`config.mk`:
```
export PLATFORM = sky130hd
export DESIGN_NAME = id2_stage
export DESIGN_NICKNAME = d
export VERILOG_FILES = /design/src/design/id2_pkg.sv /design/src/design/id2_stage.sv /design/src/design/operand_fetch.sv /design/src/design/ctrl_decoder.sv /design/src/design/inst_classifier.sv
export SDC_FILE = /design/constraint.sdc
export NUM_CORES = 1
export LEC_CHECK = 0
export ABC_AREA = 1
export BUFFER_PORTS_ARGS = -buffer_cell sky130_fd_sc_hd__buf_2
export CELL_PAD_IN_SITES_DETAIL_PLACEMENT = 1
export CELL_PAD_IN_SITES_GLOBAL_PLACEMENT = 1
export CORE_MARGIN = 2
export CORE_UTILIZATION = 29
export CTS_BUF_LIST = sky130_fd_sc_hd__clkbuf_4 sky130_fd_sc_hd__clkbuf_8
export CTS_CLUSTER_SIZE = 14
export DETAILED_ROUTE_END_ITERATION = 6
export PLACE_DENSITY_LB_ADDON = 0.08
export SYNTH_ARGS = -nofsm -noshare
export SYNTH_HDL_FRONTEND = slang
export SYNTH_SLANG_ARGS = --single-unit
```
`constraint.sdc`:
```
create_clock -name clk -period 0.8 [get_ports clk]
set_input_delay 0.08 -clock clk [delete_from_list [all_inputs] [get_ports clk]]
set_output_delay 0.08 -clock clk [all_outputs]
set_load 0.01 [all_outputs]
```
`src/design/id2_pkg.sv`:
```
package id2_pkg;

    // fixed MIPS32 datapath widths
    localparam int xlen       = 32;
    localparam int reg_addr_w = 5;
    localparam int imm_w      = 16;

    typedef logic [reg_addr_w-1:0] reg_addr_t;
    typedef logic [xlen-1:0]       data_t;

    // one value per kept instruction
    typedef enum logic [5:0] {
        OP_INVALID,
        OP_ADD, OP_ADDU, OP_SUB, OP_SUBU,
        OP_SLT, OP_SLTU,
        OP_AND, OP_OR, OP_XOR, OP_NOR,
        OP_SLL, OP_SRL, OP_SRA,
        OP_SLLV, OP_SRLV, OP_SRAV,
        OP_MULT, OP_MULTU, OP_DIV, OP_DIVU,
        OP_MFHI, OP_MFLO, OP_MTHI, OP_MTLO,
        OP_JR, OP_JALR, OP_SYSCALL, OP_BREAK,
        OP_ADDI, OP_ADDIU, OP_SLTI, OP_SLTIU,
        OP_ANDI, OP_ORI, OP_XORI, OP_LUI,
        OP_LB, OP_LBU, OP_LH, OP_LHU, OP_LW,
        OP_SB, OP_SH, OP_SW,
        OP_BEQ, OP_BNE, OP_BLEZ, OP_BGTZ,
        OP_BLTZ, OP_BGEZ, OP_BLTZAL, OP_BGEZAL,
        OP_J, OP_JAL
    } inst_op_e;

    typedef enum logic [4:0] {
        ALU_NONE,
        ALU_ADD, ALU_SUB, ALU_SLT, ALU_SLTU,
        ALU_AND, ALU_OR, ALU_XOR, ALU_NOR,
        ALU_SLL, ALU_SRL, ALU_SRA, ALU_LUI,
        ALU_MULT, ALU_MULTU, ALU_DIV, ALU_DIVU,
        ALU_MTHI, ALU_MTLO
    } alu_op_e;

    typedef enum logic {
        SRC_A_RS,
        SRC_A_RT
    } src_a_e;

    typedef enum logic [2:0] {
        SRC_B_NONE, SRC_B_RT, SRC_B_IMM, SRC_B_RS, SRC_B_SA
    } src_b_e;

    typedef enum logic [1:0] {
        RES_ALU, RES_HI, RES_LO, RES_PC_8
    } res_sel_e;

    typedef enum logic [3:0] {
        LS_NONE, LS_LB, LS_LBU, LS_LH, LS_LHU, LS_LW, LS_SB, LS_SH, LS_SW
    } ls_sel_e;

    typedef enum logic [3:0] {
        BR_NONE, BR_BEQ, BR_BNE, BR_BLEZ, BR_BGTZ,
        BR_BLTZ, BR_BGEZ, BR_BLTZAL, BR_BGEZAL
    } branch_sel_e;

    // forwarding source, REG means no bypass
    typedef enum logic [2:0] {
        FWD_REG, FWD_EXC_ALU, FWD_EXP_ALU, FWD_MEMC_ALU,
        FWD_MEMC_MEM, FWD_MEMP_ALU, FWD_MEMP_MEM
    } fwd_sel_e;

    // rd/sa/funct and imm share the low half of the word
    typedef struct packed {
        reg_addr_t  rd;
        logic [4:0] sa;
        logic [5:0] funct;
    } r_tail_t;

    typedef union packed {
        r_tail_t           r;
        logic [imm_w-1:0]  imm;
    } inst_tail_t;

    typedef struct packed {
        logic [5:0] op;
        reg_addr_t  rs;
        reg_addr_t  rt;
        inst_tail_t tail;
    } inst_fields_t;

    typedef struct packed {
        alu_op_e     alu_op;
        src_a_e      src_a;
        src_b_e      src_b;
        res_sel_e    res_sel;
        ls_sel_e     ls_sel;
        branch_sel_e branch_sel;
        logic [1:0]  w_hilo;      // hi, lo
        logic        wb_from_mem;
        logic        sign_ext;
    } exec_ctrl_t;

    typedef struct packed {
        logic syscall;
        logic brk;
        logic ri;
        logic check_ov;
    } exc_flags_t;

    typedef struct packed {
        data_t exc_alu;
        data_t exp_alu;
        data_t memc_alu;
        data_t memc_mem;
        data_t memp_alu;
        data_t memp_mem;
    } bypass_t;

    typedef struct packed {
        exec_ctrl_t ctrl;
        exc_flags_t exc;
        data_t      rs_data;
        data_t      rt_data;
        data_t      ext_imm;
        logic [4:0] sa;
    } id2_out_t;

endpackage
```
`src/design/id2_stage.sv`:
```
`timescale 1ns/1ps

module id2_stage (
    input  logic                  clk,
    input  logic                  rst_n,
    input  logic                  in_valid,
    input  id2_pkg::inst_fields_t instr,
    input  id2_pkg::fwd_sel_e     fwd_rs,
    input  id2_pkg::fwd_sel_e     fwd_rt,
    input  id2_pkg::bypass_t      bypass,
    input  id2_pkg::data_t        reg_r_data_1,
    input  id2_pkg::data_t        reg_r_data_2,
    output id2_pkg::reg_addr_t    reg_r_addr_1,
    output id2_pkg::reg_addr_t    reg_r_addr_2,
    output logic                  out_valid,
    output id2_pkg::id2_out_t     out
);

    id2_pkg::inst_op_e   op;
    id2_pkg::exec_ctrl_t ctrl;
    id2_pkg::exc_flags_t exc;
    id2_pkg::data_t      rs_data;
    id2_pkg::data_t      rt_data;
    id2_pkg::data_t      ext_imm;
    id2_pkg::id2_out_t   out_next;

    // register file is read in the same cycle
    assign reg_r_addr_1 = instr.rs;
    assign reg_r_addr_2 = instr.rt;

    inst_classifier u_classifier (
        .instr (instr),
        .op    (op)
    );

    ctrl_decoder u_ctrl (
        .op   (op),
        .ctrl (ctrl),
        .exc  (exc)
    );

    operand_fetch u_operands (
        .fwd_rs       (fwd_rs),
        .fwd_rt       (fwd_rt),
        .bypass       (bypass),
        .reg_r_data_1 (reg_r_data_1),
        .reg_r_data_2 (reg_r_data_2),
        .imm          (instr.tail.imm),
        .sign_ext     (ctrl.sign_ext),
        .rs_data      (rs_data),
        .rt_data      (rt_data),
        .ext_imm      (ext_imm)
    );

    always_comb begin
        out_next.ctrl    = ctrl;
        out_next.exc     = exc;
        out_next.rs_data = rs_data;
        out_next.rt_data = rt_data;
        out_next.ext_imm = ext_imm;
        out_next.sa      = instr.tail.r.sa;
    end

    // output register, holds its value between strobes
    always_ff @(posedge clk or negedge rst_n) begin
        if (!rst_n) begin
            out_valid <= 1'b0;
            out       <= '0;
        end else begin
            out_valid <= in_valid;
            if (in_valid) begin
                out <= out_next;
            end
        end
    end

endmodule

```
`src/design/operand_fetch.sv`:
```
`timescale 1ns/1ps

module operand_fetch (
    input  id2_pkg::fwd_sel_e          fwd_rs,
    input  id2_pkg::fwd_sel_e          fwd_rt,
    input  id2_pkg::bypass_t           bypass,
    input  id2_pkg::data_t             reg_r_data_1,
    input  id2_pkg::data_t             reg_r_data_2,
    input  logic [id2_pkg::imm_w-1:0]  imm,
    input  logic                       sign_ext,
    output id2_pkg::data_t             rs_data,
    output id2_pkg::data_t             rt_data,
    output id2_pkg::data_t             ext_imm
);

    // seven-way bypass select, shared by both sources
    function automatic id2_pkg::data_t fwd_mux(
        input id2_pkg::fwd_sel_e sel,
        input id2_pkg::data_t    reg_data,
        input id2_pkg::bypass_t  bp
    );
        case (sel)
            id2_pkg::FWD_EXC_ALU:  return bp.exc_alu;
            id2_pkg::FWD_EXP_ALU:  return bp.exp_alu;
            id2_pkg::FWD_MEMC_ALU: return bp.memc_alu;
            id2_pkg::FWD_MEMC_MEM: return bp.memc_mem;
            id2_pkg::FWD_MEMP_ALU: return bp.memp_alu;
            id2_pkg::FWD_MEMP_MEM: return bp.memp_mem;
            default:               return reg_data;
        endcase
    endfunction

    assign rs_data = fwd_mux(fwd_rs, reg_r_data_1, bypass);
    assign rt_data = fwd_mux(fwd_rt, reg_r_data_2, bypass);

    // upper half from the sign bit or zero
    assign ext_imm = sign_ext ? {{(id2_pkg::xlen - id2_pkg::imm_w){imm[id2_pkg::imm_w-1]}}, imm}
                              : {{(id2_pkg::xlen - id2_pkg::imm_w){1'b0}}, imm};

endmodule

```
`src/design/ctrl_decoder.sv`:
```
`timescale 1ns/1ps

module ctrl_decoder (
    input  id2_pkg::inst_op_e  op,
    output id2_pkg::exec_ctrl_t ctrl,
    output id2_pkg::exc_flags_t exc
);

    always_comb begin
        // alu operation, memory ops compute their address with add
        case (op)
            id2_pkg::OP_ADD, id2_pkg::OP_ADDU, id2_pkg::OP_ADDI, id2_pkg::OP_ADDIU,
            id2_pkg::OP_LB, id2_pkg::OP_LBU, id2_pkg::OP_LH, id2_pkg::OP_LHU,
            id2_pkg::OP_LW, id2_pkg::OP_SB, id2_pkg::OP_SH,
            id2_pkg::OP_SW:                        ctrl.alu_op = id2_pkg::ALU_ADD;
            id2_pkg::OP_SUB, id2_pkg::OP_SUBU:     ctrl.alu_op = id2_pkg::ALU_SUB;
            id2_pkg::OP_SLT, id2_pkg::OP_SLTI:     ctrl.alu_op = id2_pkg::ALU_SLT;
            id2_pkg::OP_SLTU, id2_pkg::OP_SLTIU:   ctrl.alu_op = id2_pkg::ALU_SLTU;
            id2_pkg::OP_AND, id2_pkg::OP_ANDI:     ctrl.alu_op = id2_pkg::ALU_AND;
            id2_pkg::OP_OR, id2_pkg::OP_ORI:       ctrl.alu_op = id2_pkg::ALU_OR;
            id2_pkg::OP_XOR, id2_pkg::OP_XORI:     ctrl.alu_op = id2_pkg::ALU_XOR;
            id2_pkg::OP_NOR:                       ctrl.alu_op = id2_pkg::ALU_NOR;
            id2_pkg::OP_SLL, id2_pkg::OP_SLLV:     ctrl.alu_op = id2_pkg::ALU_SLL;
            id2_pkg::OP_SRL, id2_pkg::OP_SRLV:     ctrl.alu_op = id2_pkg::ALU_SRL;
            id2_pkg::OP_SRA, id2_pkg::OP_SRAV:     ctrl.alu_op = id2_pkg::ALU_SRA;
            id2_pkg::OP_LUI:                       ctrl.alu_op = id2_pkg::ALU_LUI;
            id2_pkg::OP_MULT:                      ctrl.alu_op = id2_pkg::ALU_MULT;
            id2_pkg::OP_MULTU:                     ctrl.alu_op = id2_pkg::ALU_MULTU;
            id2_pkg::OP_DIV:                       ctrl.alu_op = id2_pkg::ALU_DIV;
            id2_pkg::OP_DIVU:                      ctrl.alu_op = id2_pkg::ALU_DIVU;
            id2_pkg::OP_MTHI:                      ctrl.alu_op = id2_pkg::ALU_MTHI;
            id2_pkg::OP_MTLO:                      ctrl.alu_op = id2_pkg::ALU_MTLO;
            default:                               ctrl.alu_op = id2_pkg::ALU_NONE;
        endcase

        // shifts take their data from rt
        if (op inside {id2_pkg::OP_SLL, id2_pkg::OP_SRL, id2_pkg::OP_SRA,
                       id2_pkg::OP_SLLV, id2_pkg::OP_SRLV, id2_pkg::OP_SRAV}) begin
            ctrl.src_a = id2_pkg::SRC_A_RT;
        end else begin
            ctrl.src_a = id2_pkg::SRC_A_RS;
        end

        case (op)
            id2_pkg::OP_ADD, id2_pkg::OP_ADDU, id2_pkg::OP_SUB, id2_pkg::OP_SUBU,
            id2_pkg::OP_SLT, id2_pkg::OP_SLTU, id2_pkg::OP_AND, id2_pkg::OP_OR,
            id2_pkg::OP_XOR, id2_pkg::OP_NOR, id2_pkg::OP_MULT, id2_pkg::OP_MULTU,
            id2_pkg::OP_DIV, id2_pkg::OP_DIVU:     ctrl.src_b = id2_pkg::SRC_B_RT;
            id2_pkg::OP_ADDI, id2_pkg::OP_ADDIU, id2_pkg::OP_SLTI, id2_pkg::OP_SLTIU,
            id2_pkg::OP_ANDI, id2_pkg::OP_ORI, id2_pkg::OP_XORI, id2_pkg::OP_LUI,
            id2_pkg::OP_LB, id2_pkg::OP_LBU, id2_pkg::OP_LH, id2_pkg::OP_LHU,
            id2_pkg::OP_LW, id2_pkg::OP_SB, id2_pkg::OP_SH,
            id2_pkg::OP_SW:                        ctrl.src_b = id2_pkg::SRC_B_IMM;
            id2_pkg::OP_SLLV, id2_pkg::OP_SRLV,
            id2_pkg::OP_SRAV:                      ctrl.src_b = id2_pkg::SRC_B_RS;
            id2_pkg::OP_SLL, id2_pkg::OP_SRL,
            id2_pkg::OP_SRA:                       ctrl.src_b = id2_pkg::SRC_B_SA;
            default:                               ctrl.src_b = id2_pkg::SRC_B_NONE;
        endcase

        // link instructions write pc + 8
        case (op)
            id2_pkg::OP_MFHI:                      ctrl.res_sel = id2_pkg::RES_HI;
            id2_pkg::OP_MFLO:                      ctrl.res_sel = id2_pkg::RES_LO;
            id2_pkg::OP_JAL, id2_pkg::OP_JALR,
            id2_pkg::OP_BLTZAL, id2_pkg::OP_BGEZAL: ctrl.res_sel = id2_pkg::RES_PC_8;
            default:                               ctrl.res_sel = id2_pkg::RES_ALU;
        endcase

        case (op)
            id2_pkg::OP_LB:  ctrl.ls_sel = id2_pkg::LS_LB;
            id2_pkg::OP_LBU: ctrl.ls_sel = id2_pkg::LS_LBU;
            id2_pkg::OP_LH:  ctrl.ls_sel = id2_pkg::LS_LH;
            id2_pkg::OP_LHU: ctrl.ls_sel = id2_pkg::LS_LHU;
            id2_pkg::OP_LW:  ctrl.ls_sel = id2_pkg::LS_LW;
            id2_pkg::OP_SB:  ctrl.ls_sel = id2_pkg::LS_SB;
            id2_pkg::OP_SH:  ctrl.ls_sel = id2_pkg::LS_SH;
            id2_pkg::OP_SW:  ctrl.ls_sel = id2_pkg::LS_SW;
            default:         ctrl.ls_sel = id2_pkg::LS_NONE;
        endcase

        case (op)
            id2_pkg::OP_BEQ:    ctrl.branch_sel = id2_pkg::BR_BEQ;
            id2_pkg::OP_BNE:    ctrl.branch_sel = id2_pkg::BR_BNE;
            id2_pkg::OP_BLEZ:   ctrl.branch_sel = id2_pkg::BR_BLEZ;
            id2_pkg::OP_BGTZ:   ctrl.branch_sel = id2_pkg::BR_BGTZ;
            id2_pkg::OP_BLTZ:   ctrl.branch_sel = id2_pkg::BR_BLTZ;
            id2_pkg::OP_BGEZ:   ctrl.branch_sel = id2_pkg::BR_BGEZ;
            id2_pkg::OP_BLTZAL: ctrl.branch_sel = id2_pkg::BR_BLTZAL;
            id2_pkg::OP_BGEZAL: ctrl.branch_sel = id2_pkg::BR_BGEZAL;
            default:            ctrl.branch_sel = id2_pkg::BR_NONE;
        endcase

        // hi/lo write enables
        case (op)
            id2_pkg::OP_MULT, id2_pkg::OP_MULTU,
            id2_pkg::OP_DIV, id2_pkg::OP_DIVU: ctrl.w_hilo = 2'b11;
            id2_pkg::OP_MTHI:                  ctrl.w_hilo = 2'b10;
            id2_pkg::OP_MTLO:                  ctrl.w_hilo = 2'b01;
            default:                           ctrl.w_hilo = 2'b00;
        endcase

        ctrl.wb_from_mem = op inside {id2_pkg::OP_LB, id2_pkg::OP_LBU, id2_pkg::OP_LH,
                                      id2_pkg::OP_LHU, id2_pkg::OP_LW};
        ctrl.sign_ext = op inside {id2_pkg::OP_ADDI, id2_pkg::OP_ADDIU, id2_pkg::OP_SLTI,
                                   id2_pkg::OP_SLTIU, id2_pkg::OP_LB, id2_pkg::OP_LBU,
                                   id2_pkg::OP_LH, id2_pkg::OP_LHU, id2_pkg::OP_LW,
                                   id2_pkg::OP_SB, id2_pkg::OP_SH, id2_pkg::OP_SW};

        exc.syscall  = (op == id2_pkg::OP_SYSCALL);
        exc.brk      = (op == id2_pkg::OP_BREAK);
        exc.ri       = (op == id2_pkg::OP_INVALID);
        // only the trapping adds and sub
        exc.check_ov = op inside {id2_pkg::OP_ADD, id2_pkg::OP_SUB, id2_pkg::OP_ADDI};
    end

endmodule

```
`src/design/inst_classifier.sv`:
```
`timescale 1ns/1ps

module inst_classifier (
    input  id2_pkg::inst_fields_t instr,
    output id2_pkg::inst_op_e     op
);

    logic [5:0] funct;

    assign funct = instr.tail.r.funct;

    always_comb begin
        op = id2_pkg::OP_INVALID;
        case (instr.op)
            // SPECIAL, resolved by funct
            6'h00: begin
                case (funct)
                    6'h00: op = id2_pkg::OP_SLL;
                    6'h02: op = id2_pkg::OP_SRL;
                    6'h03: op = id2_pkg::OP_SRA;
                    6'h04: op = id2_pkg::OP_SLLV;
                    6'h06: op = id2_pkg::OP_SRLV;
                    6'h07: op = id2_pkg::OP_SRAV;
                    6'h08: op = id2_pkg::OP_JR;
                    6'h09: op = id2_pkg::OP_JALR;
                    6'h0c: op = id2_pkg::OP_SYSCALL;
                    6'h0d: op = id2_pkg::OP_BREAK;
                    6'h10: op = id2_pkg::OP_MFHI;
                    6'h11: op = id2_pkg::OP_MTHI;
                    6'h12: op = id2_pkg::OP_MFLO;
                    6'h13: op = id2_pkg::OP_MTLO;
                    6'h18: op = id2_pkg::OP_MULT;
                    6'h19: op = id2_pkg::OP_MULTU;
                    6'h1a: op = id2_pkg::OP_DIV;
                    6'h1b: op = id2_pkg::OP_DIVU;
                    6'h20: op = id2_pkg::OP_ADD;
                    6'h21: op = id2_pkg::OP_ADDU;
                    6'h22: op = id2_pkg::OP_SUB;
                    6'h23: op = id2_pkg::OP_SUBU;
                    6'h24: op = id2_pkg::OP_AND;
                    6'h25: op = id2_pkg::OP_OR;
                    6'h26: op = id2_pkg::OP_XOR;
                    6'h27: op = id2_pkg::OP_NOR;
                    6'h2a: op = id2_pkg::OP_SLT;
                    6'h2b: op = id2_pkg::OP_SLTU;
                    default: op = id2_pkg::OP_INVALID;
                endcase
                // constant shifts must leave rs zero, nop passes as sll
                if (funct inside {6'h00, 6'h02, 6'h03} && instr.rs != '0) begin
                    op = id2_pkg::OP_INVALID;
                end
            end
            // REGIMM, resolved by rt
            6'h01: begin
                case (instr.rt)
                    5'h00: op = id2_pkg::OP_BLTZ;
                    5'h01: op = id2_pkg::OP_BGEZ;
                    5'h10: op = id2_pkg::OP_BLTZAL;
                    5'h11: op = id2_pkg::OP_BGEZAL;
                    default: op = id2_pkg::OP_INVALID;
                endcase
            end
            6'h02: op = id2_pkg::OP_J;
            6'h03: op = id2_pkg::OP_JAL;
            6'h04: op = id2_pkg::OP_BEQ;
            6'h05: op = id2_pkg::OP_BNE;
            6'h06: op = id2_pkg::OP_BLEZ;
            6'h07: op = id2_pkg::OP_BGTZ;
            6'h08: op = id2_pkg::OP_ADDI;
            6'h09: op = id2_pkg::OP_ADDIU;
            6'h0a: op = id2_pkg::OP_SLTI;
            6'h0b: op = id2_pkg::OP_SLTIU;
            6'h0c: op = id2_pkg::OP_ANDI;
            6'h0d: op = id2_pkg::OP_ORI;
            6'h0e: op = id2_pkg::OP_XORI;
            6'h0f: op = id2_pkg::OP_LUI;
            6'h20: op = id2_pkg::OP_LB;
            6'h21: op = id2_pkg::OP_LH;
            6'h23: op = id2_pkg::OP_LW;
            6'h24: op = id2_pkg::OP_LBU;
            6'h25: op = id2_pkg::OP_LHU;
            6'h28: op = id2_pkg::OP_SB;
            6'h29: op = id2_pkg::OP_SH;
            6'h2b: op = id2_pkg::OP_SW;
            default: op = id2_pkg::OP_INVALID;
        endcase
    end

endmodule

```
**Word level (Yosys, flattened, before mapping)**

Memories as Yosys holds them, arrays and structs flattened. A register that Yosys moved wholly into a read port is not among the register bits.
Cells that the tools add are included.

- Equality and inequality tests: 80
- Multiplexer cells: 11
- Reductions and logical operators: 15

Operators by type and width:

| cell | count |
|---|---|
| one-hot mux 32 bit (6 select lines) | 2 |
| equality test 6 bit (second input constant) | 26 |
| one-hot mux 6 bit (24 select lines) | 1 |
| equality test 6 x 5 -> 1 bit (second input constant) | 15 |
| equality test 6 x 4 -> 1 bit (second input constant) | 13 |
| one-hot mux 4 bit (8 select lines) | 2 |
| 2-to-1 mux 32 bit | 1 |
| equality test 6 x 2 -> 1 bit (second input constant) | 5 |
| equality test 6 x 3 -> 1 bit (second input constant) | 4 |
| one-hot mux 6 bit (4 select lines) | 1 |
| equality test 3 bit (second input constant) | 6 |
| logical NOT 6 bit | 3 |
| equality test 3 x 2 -> 1 bit (second input constant) | 4 |
| equality test 6 x 1 -> 1 bit (second input constant) | 2 |
| one-hot mux 2 bit (3 select lines) | 2 |
| nonzero test 12 bit | 1 |
| equality test 5 bit (second input constant) | 2 |
| nonzero test 5 bit | 2 |
| OR reduction 4 bit | 2 |
| equality test 3 x 1 -> 1 bit (second input constant) | 2 |
| 2-to-1 mux 6 bit | 1 |
| nonzero test 3 bit | 2 |
| nonzero test 6 bit | 1 |
| equality test 5 x 1 -> 1 bit (second input constant) | 1 |
| 4 further kinds | 5 |

- Register bits after elaboration: 121
- Bits in read-only memories: 832
- Bits of input ports: 297
- Output and inout bits: 139
- Logic and storage cells: 125
- Memories kept: 3

Memories:

| name | words | width | rd ports | clocked after Yosys merged registers in | write ports | RTL line | RTL |
|---|---|---|---|---|---|---|---|
| (name not given) | 64 | 5 | 1 | 0 | 0 | inst_classifier.sv:17 | `case (funct)` |
| (name not given) | 64 | 5 | 1 | 1 | 0 | ctrl_decoder.sv:11 | `case (op)` |
| (name not given) | 64 | 3 | 1 | 1 | 0 | ctrl_decoder.sv:44 | `case (op)` |

**Logic depth before layout (Yosys ltp)**

- Word-level depth: 8
- Mapped depth: 21
- Depth with buffers taken out: 20

**Cells and area by module**

Synthesis repeated with hierarchy kept, for this count alone.

- Cells, all modules: 1916
- Area, all modules: 12218.0 sq um

By module, submodules not included:

| module | times used | cells each | area each (sq um) | sequential area each (sq um) |
|---|---|---|---|---|
| operand_fetch | 1 | 1017 | 5456.5 | 0.0 |
| id2_stage | 1 | 552 | 5059.9 | 3228.1 |
| inst_classifier | 1 | 193 | 943.4 | 0.0 |
| ctrl_decoder | 1 | 154 | 758.2 | 0.0 |

**Worst setup path before layout**

No wires, ideal clock.

- Kind: input port to flip-flop
- From: input instr[1] (netlist name)
- To: register out[123] (netlist name)
- Setup time: 117 ps
- Data arrival time: 2083 ps
- Data required time: 683 ps
- Path slack: -1400 ps
- Stages on the path: 19
- Buffers on the path: 1
- Path through: inv_1 ha_1 nor2_1 nand2_1 nand3_1 nor2_2 nor2_4 nand2_1 inv_1 nor2_1 ha_1 clkbuf_1 inv_1 a21oi_2 o21ai_1 nand2_1 nand2_1 nor2_1 nor2_1

- Longest elaborated chain between the ends: 5
- Elaborated cells on any way between the ends: 8
- Those cells by class: eq/ne (2); mux (2); reduce/logical (3); memory (1)

RTL lines:

| item | RTL line | RTL |
|---|---|---|
| start: declaration | id2_stage.sv:7 | `input id2_pkg::inst_fields_t instr,` |
| branches (longest 3 deep; another with memory (64 x 5 bit)) | n/a |  |
| 2-to-1 mux 6 bit (*) | inst_classifier.sv:49 | `if (funct inside {6'h00, 6'h02, 6'h03} && instr.rs != '0) begin` |
| one-hot mux 6 bit (24 select lines) (*) | inst_classifier.sv:14 | `case (instr.op)` |

Mark *: on every way between the ends.
A chain may end at the register's enable or synchronous reset.

**Worst setup path after layout**

- From: input instr[0] (netlist name)
- To: register out[111] (netlist name)

- Longest elaborated chain between the ends: 7
- Elaborated cells on any way between the ends: 17
- Those cells by class: eq/ne (10); mux (3); reduce/logical (3); memory (1)

RTL lines:

| item | RTL line | RTL |
|---|---|---|
| branches (longest 3 deep; another with memory (64 x 5 bit)) | n/a |  |
| 2-to-1 mux 6 bit (*) | inst_classifier.sv:49 |  |
| one-hot mux 6 bit (24 select lines) (*) | inst_classifier.sv:14 |  |
| equality test 6 bit | ctrl_decoder.sv:82 | `case (op)` |
| one-hot mux 4 bit (8 select lines) (*) | ctrl_decoder.sv:82 |  |
| end signal: assignment | id2_stage.sv:72 | `out <= out_next;` |
| end: declaration | id2_stage.sv:16 | `output id2_pkg::id2_out_t out` |

Marked as above.

==> impl_metrics.ini <==
[setup_path]
reg2reg_to = out[117]
crit_chain = buf_8 -> clkinvlp_4 -> ha_4 -> inv_2 -> nand2_2 -> nand3_2 -> nand3_2 -> nand3_2 -> nand2_2 -> inv_2 -> nor2_4 -> buf_6 -> ha_4 -> buf_6 -> buf_6 -> nand2_8 -> a31oi_1 -> nand2_1 -> nand2_1
crit_slowest_cell = ha_4
reg2reg_from = out[117]
reg2reg_depth = 5
rrSetupSlack_ps = -320
arrival_ps = 2250
max_stage_delay_ps = 360
crit_end = out[111]
crit_fanout = 7
setup.worst_path.start = instr[0]
required_ps = 1180
cp-start-kind = input pin
worstSetupPathType = input pin to flop
end_kind = flop

[cts]
clockRootBuffer = clkbuf_8
cts_sinks = 109
clk_latency_ps = 430
cts-htree-levels = 3
numCtsBuffers = 9
cts_tree = built
cts.clk_slew.worst_paths_ps = 160
hold_buffers = 23
clock_path_buffers = 2

[route]
dr.max_layer_used = met5
avgViaCountPerCell = 5.53
wire_per_inst_microns = 24.7
drt-initial-drc-count = 712
num_vias = 13700
firstDrtPassIters = 5
wl_met3_mm = 4.39
ant_nets = 0
wl_mm = 61.2
m1WireLength_mm = 21.7
post-route-drc-count = 0
route.met2.wl_mm = 31.0

[floorplanning]
die_height_microns = 177
core_region_area_sq_um = 29500
rows = 63
die_area_sq_um = 31200
ioPinCount = 436
start_util_pct = 29.3
fp.dieW_microns = 177

[synthesis]
ys_types = 42
synthTopCellsByCount = nand2_1, inv_1, o22ai_1
synthArstFlopShare_pct = 100
yosysWarnings = 0
synthCells = 1296
synthFlopType = dfrtp_1
yosysTopAreaCellShare_pct = 31.6
yosysMostFrequentCell = nand2_1
ys_seq_area_share_pct = 31.6
syn-num-nets = 1606
syn_area_sq_um = 8630
synth_edf_count = 0
yosys_register_bits = 109
avgSynthCellArea_sq_um = 6.66
yosys.area.top_type = dfrtp_1
synth_area_leaders = dfrtp_1, nand2_1, o22ai_1, inv_1, o21ai_0

[timing]
period_share_pct = 233
slew_viol_final = 0
finClkSkew_ps = 0
fmax_mhz = 536
setup_viol_count_final = 221
fin_crit_ps = 1870
whs_ps = -70.6
final-hold-violation-count = 46
rsz0062_at_grt = yes
timing.slew.headroom_pct = 66.6
tightest_slew_ps = 496
setup_slack_ps = -1070

[cells_and_area]
final_nets = 2374
area_growth_pct = 111
drive_above_1_share_pct = 55.9
final_core_util_pct = 61.7
final_cells = 2475
final_area_sq_um = 18200

[placement]
placed_area_sq_um = 13800
port_buffers = 435
dp_hpwl_mm = 38.6
gp_congestion = 0.900
place_inst = 2247
dp_worst_setup_slack_ps = -1660

[outcome]
status = finished with violations
failed_checks = negative hold slack, negative setup slack

[run]
drv_cap = 0

[grt]
grt_max_degree = 59
grt_pass1_vias = 13800
overflow = 0
antenna_found_initial = 17
grt_use_total_pct = 33.9
grt_pass1_wl_mm = 80.4

[pwr]
power_density_nw_per_um2 = 1230
intPower_w = 0.0131
sequentialPowerShare_pct = 30.0
power_frac_comb_pct = 50.9
clockPowerShare_pct = 19.1
p_sw_share_pct = 41.3
peakVddDrop_v = 0.000958
p_leak_nw = 9.18
switchingPower_w = 0.00923

[hold_path]
min_from = reg_r_data_1[22]
hold_class = input pin to flop
min_path_cells = 3
==> state kept, by name (all words and copies together), names as in the netlist <==
name,count
out,108
out_valid,1
==> through the flow <==
| stage | power (W) | TNS, ps |
|---|---|---|
| after floorplan | 0.0106 | -51550 |
| after global placement | 0.0142 | -92290 |
| after detailed placement | 0.0143 | -97220 |
| after CTS | 0.0205 | -77780 |
| after global routing | 0.0231 | -98940 |
| final | 0.0223 | -89630 |
==> how the worst min path moves through the flow <==
stage | to | slack (ps)
5_1_grt | out[93] | -70
6_report | out[91] | -70
3_3_place_gp | out[10] | -10
4_1_cts | out[89] | -80
2_1_floorplan | out[0] | -220
3_5_place_dp | out[10] | -4
==> routing by layer <==
layer  GRT usage, %  vias up
li1               -     5929
met1           37.9     6671
met2           61.6      768
met3           6.27      315
met4           16.5        4
met5              0        -
==> layout by cell type, fill, tap and decap left out, drive strengths merged, types with 24 or more instances in the layout <==
master,netlist,layout
dfrtp,109,109
buf,35,828
o22ai,120,120
nand3,57,57
a2111oi,56,56
nor2,74,74
inv,204,201
o21ai,121,121
nand2,366,366
a21oi,24,24
==> power by group through the flow <==
stage	sequential [W]	clock [W]	combinational, W
final	0.00670	0.00427	0.0114
after global routing	0.00674	0.00446	0.0119
after CTS	0.00661	0.00415	0.00977
after detailed placement	0.00666	0	0.00764
after global placement	0.00665	0	0.00752
after floorplan	0.00693	0	0.00364
==> final cells by class <==
class / instances / area, sq um
flip-flops and latches: 109 / 2730
diodes: 16 / 40.0
repair buffers: 852 / 6800
multi-input cells: 888 / 7060
fillers: 3536 / 11300
clock buffers: 9 / 124
clock inverters: 7 / 91.3
inverters: 204 / 846
well taps: 390 / 488
==> logic make-up (layout without fill, tap and decap cells) <==
kind of cell    Yosys count  in the layout  share of synthesized area [%]
other cells               0             16                              0
simple gates            513            513                           25.2
flops                   109            109                           31.6
compound gates          362            362                           26.9
fa+ha+maj                13             13                           1.88
buf+inv                 299           1072                           14.5
==> what timing repair did <==
| action | 4_1_cts | 5_1_grt |
|---|---|---|
| pin swaps | 116 | 121 |
| resized for setup | 370 | 174 |
| endpoints found under the setup margin | 221 | 222 |
| buffers inserted | 110 | 81 |
| cloned | 4 | 2 |
| hold endpoints to repair | 181 | 43 |
==> critical path: cells and delay by family <==
kind / cells / cell delay [ps]
buffers and inverters: 7 / 700
AO/OA/AOI/OAI: 1 / 170
AND/OR/NAND/NOR: 9 / 700
adder cells (fa/ha/maj): 2 / 580
Note: power is estimated with default switching activity, not from simulation.
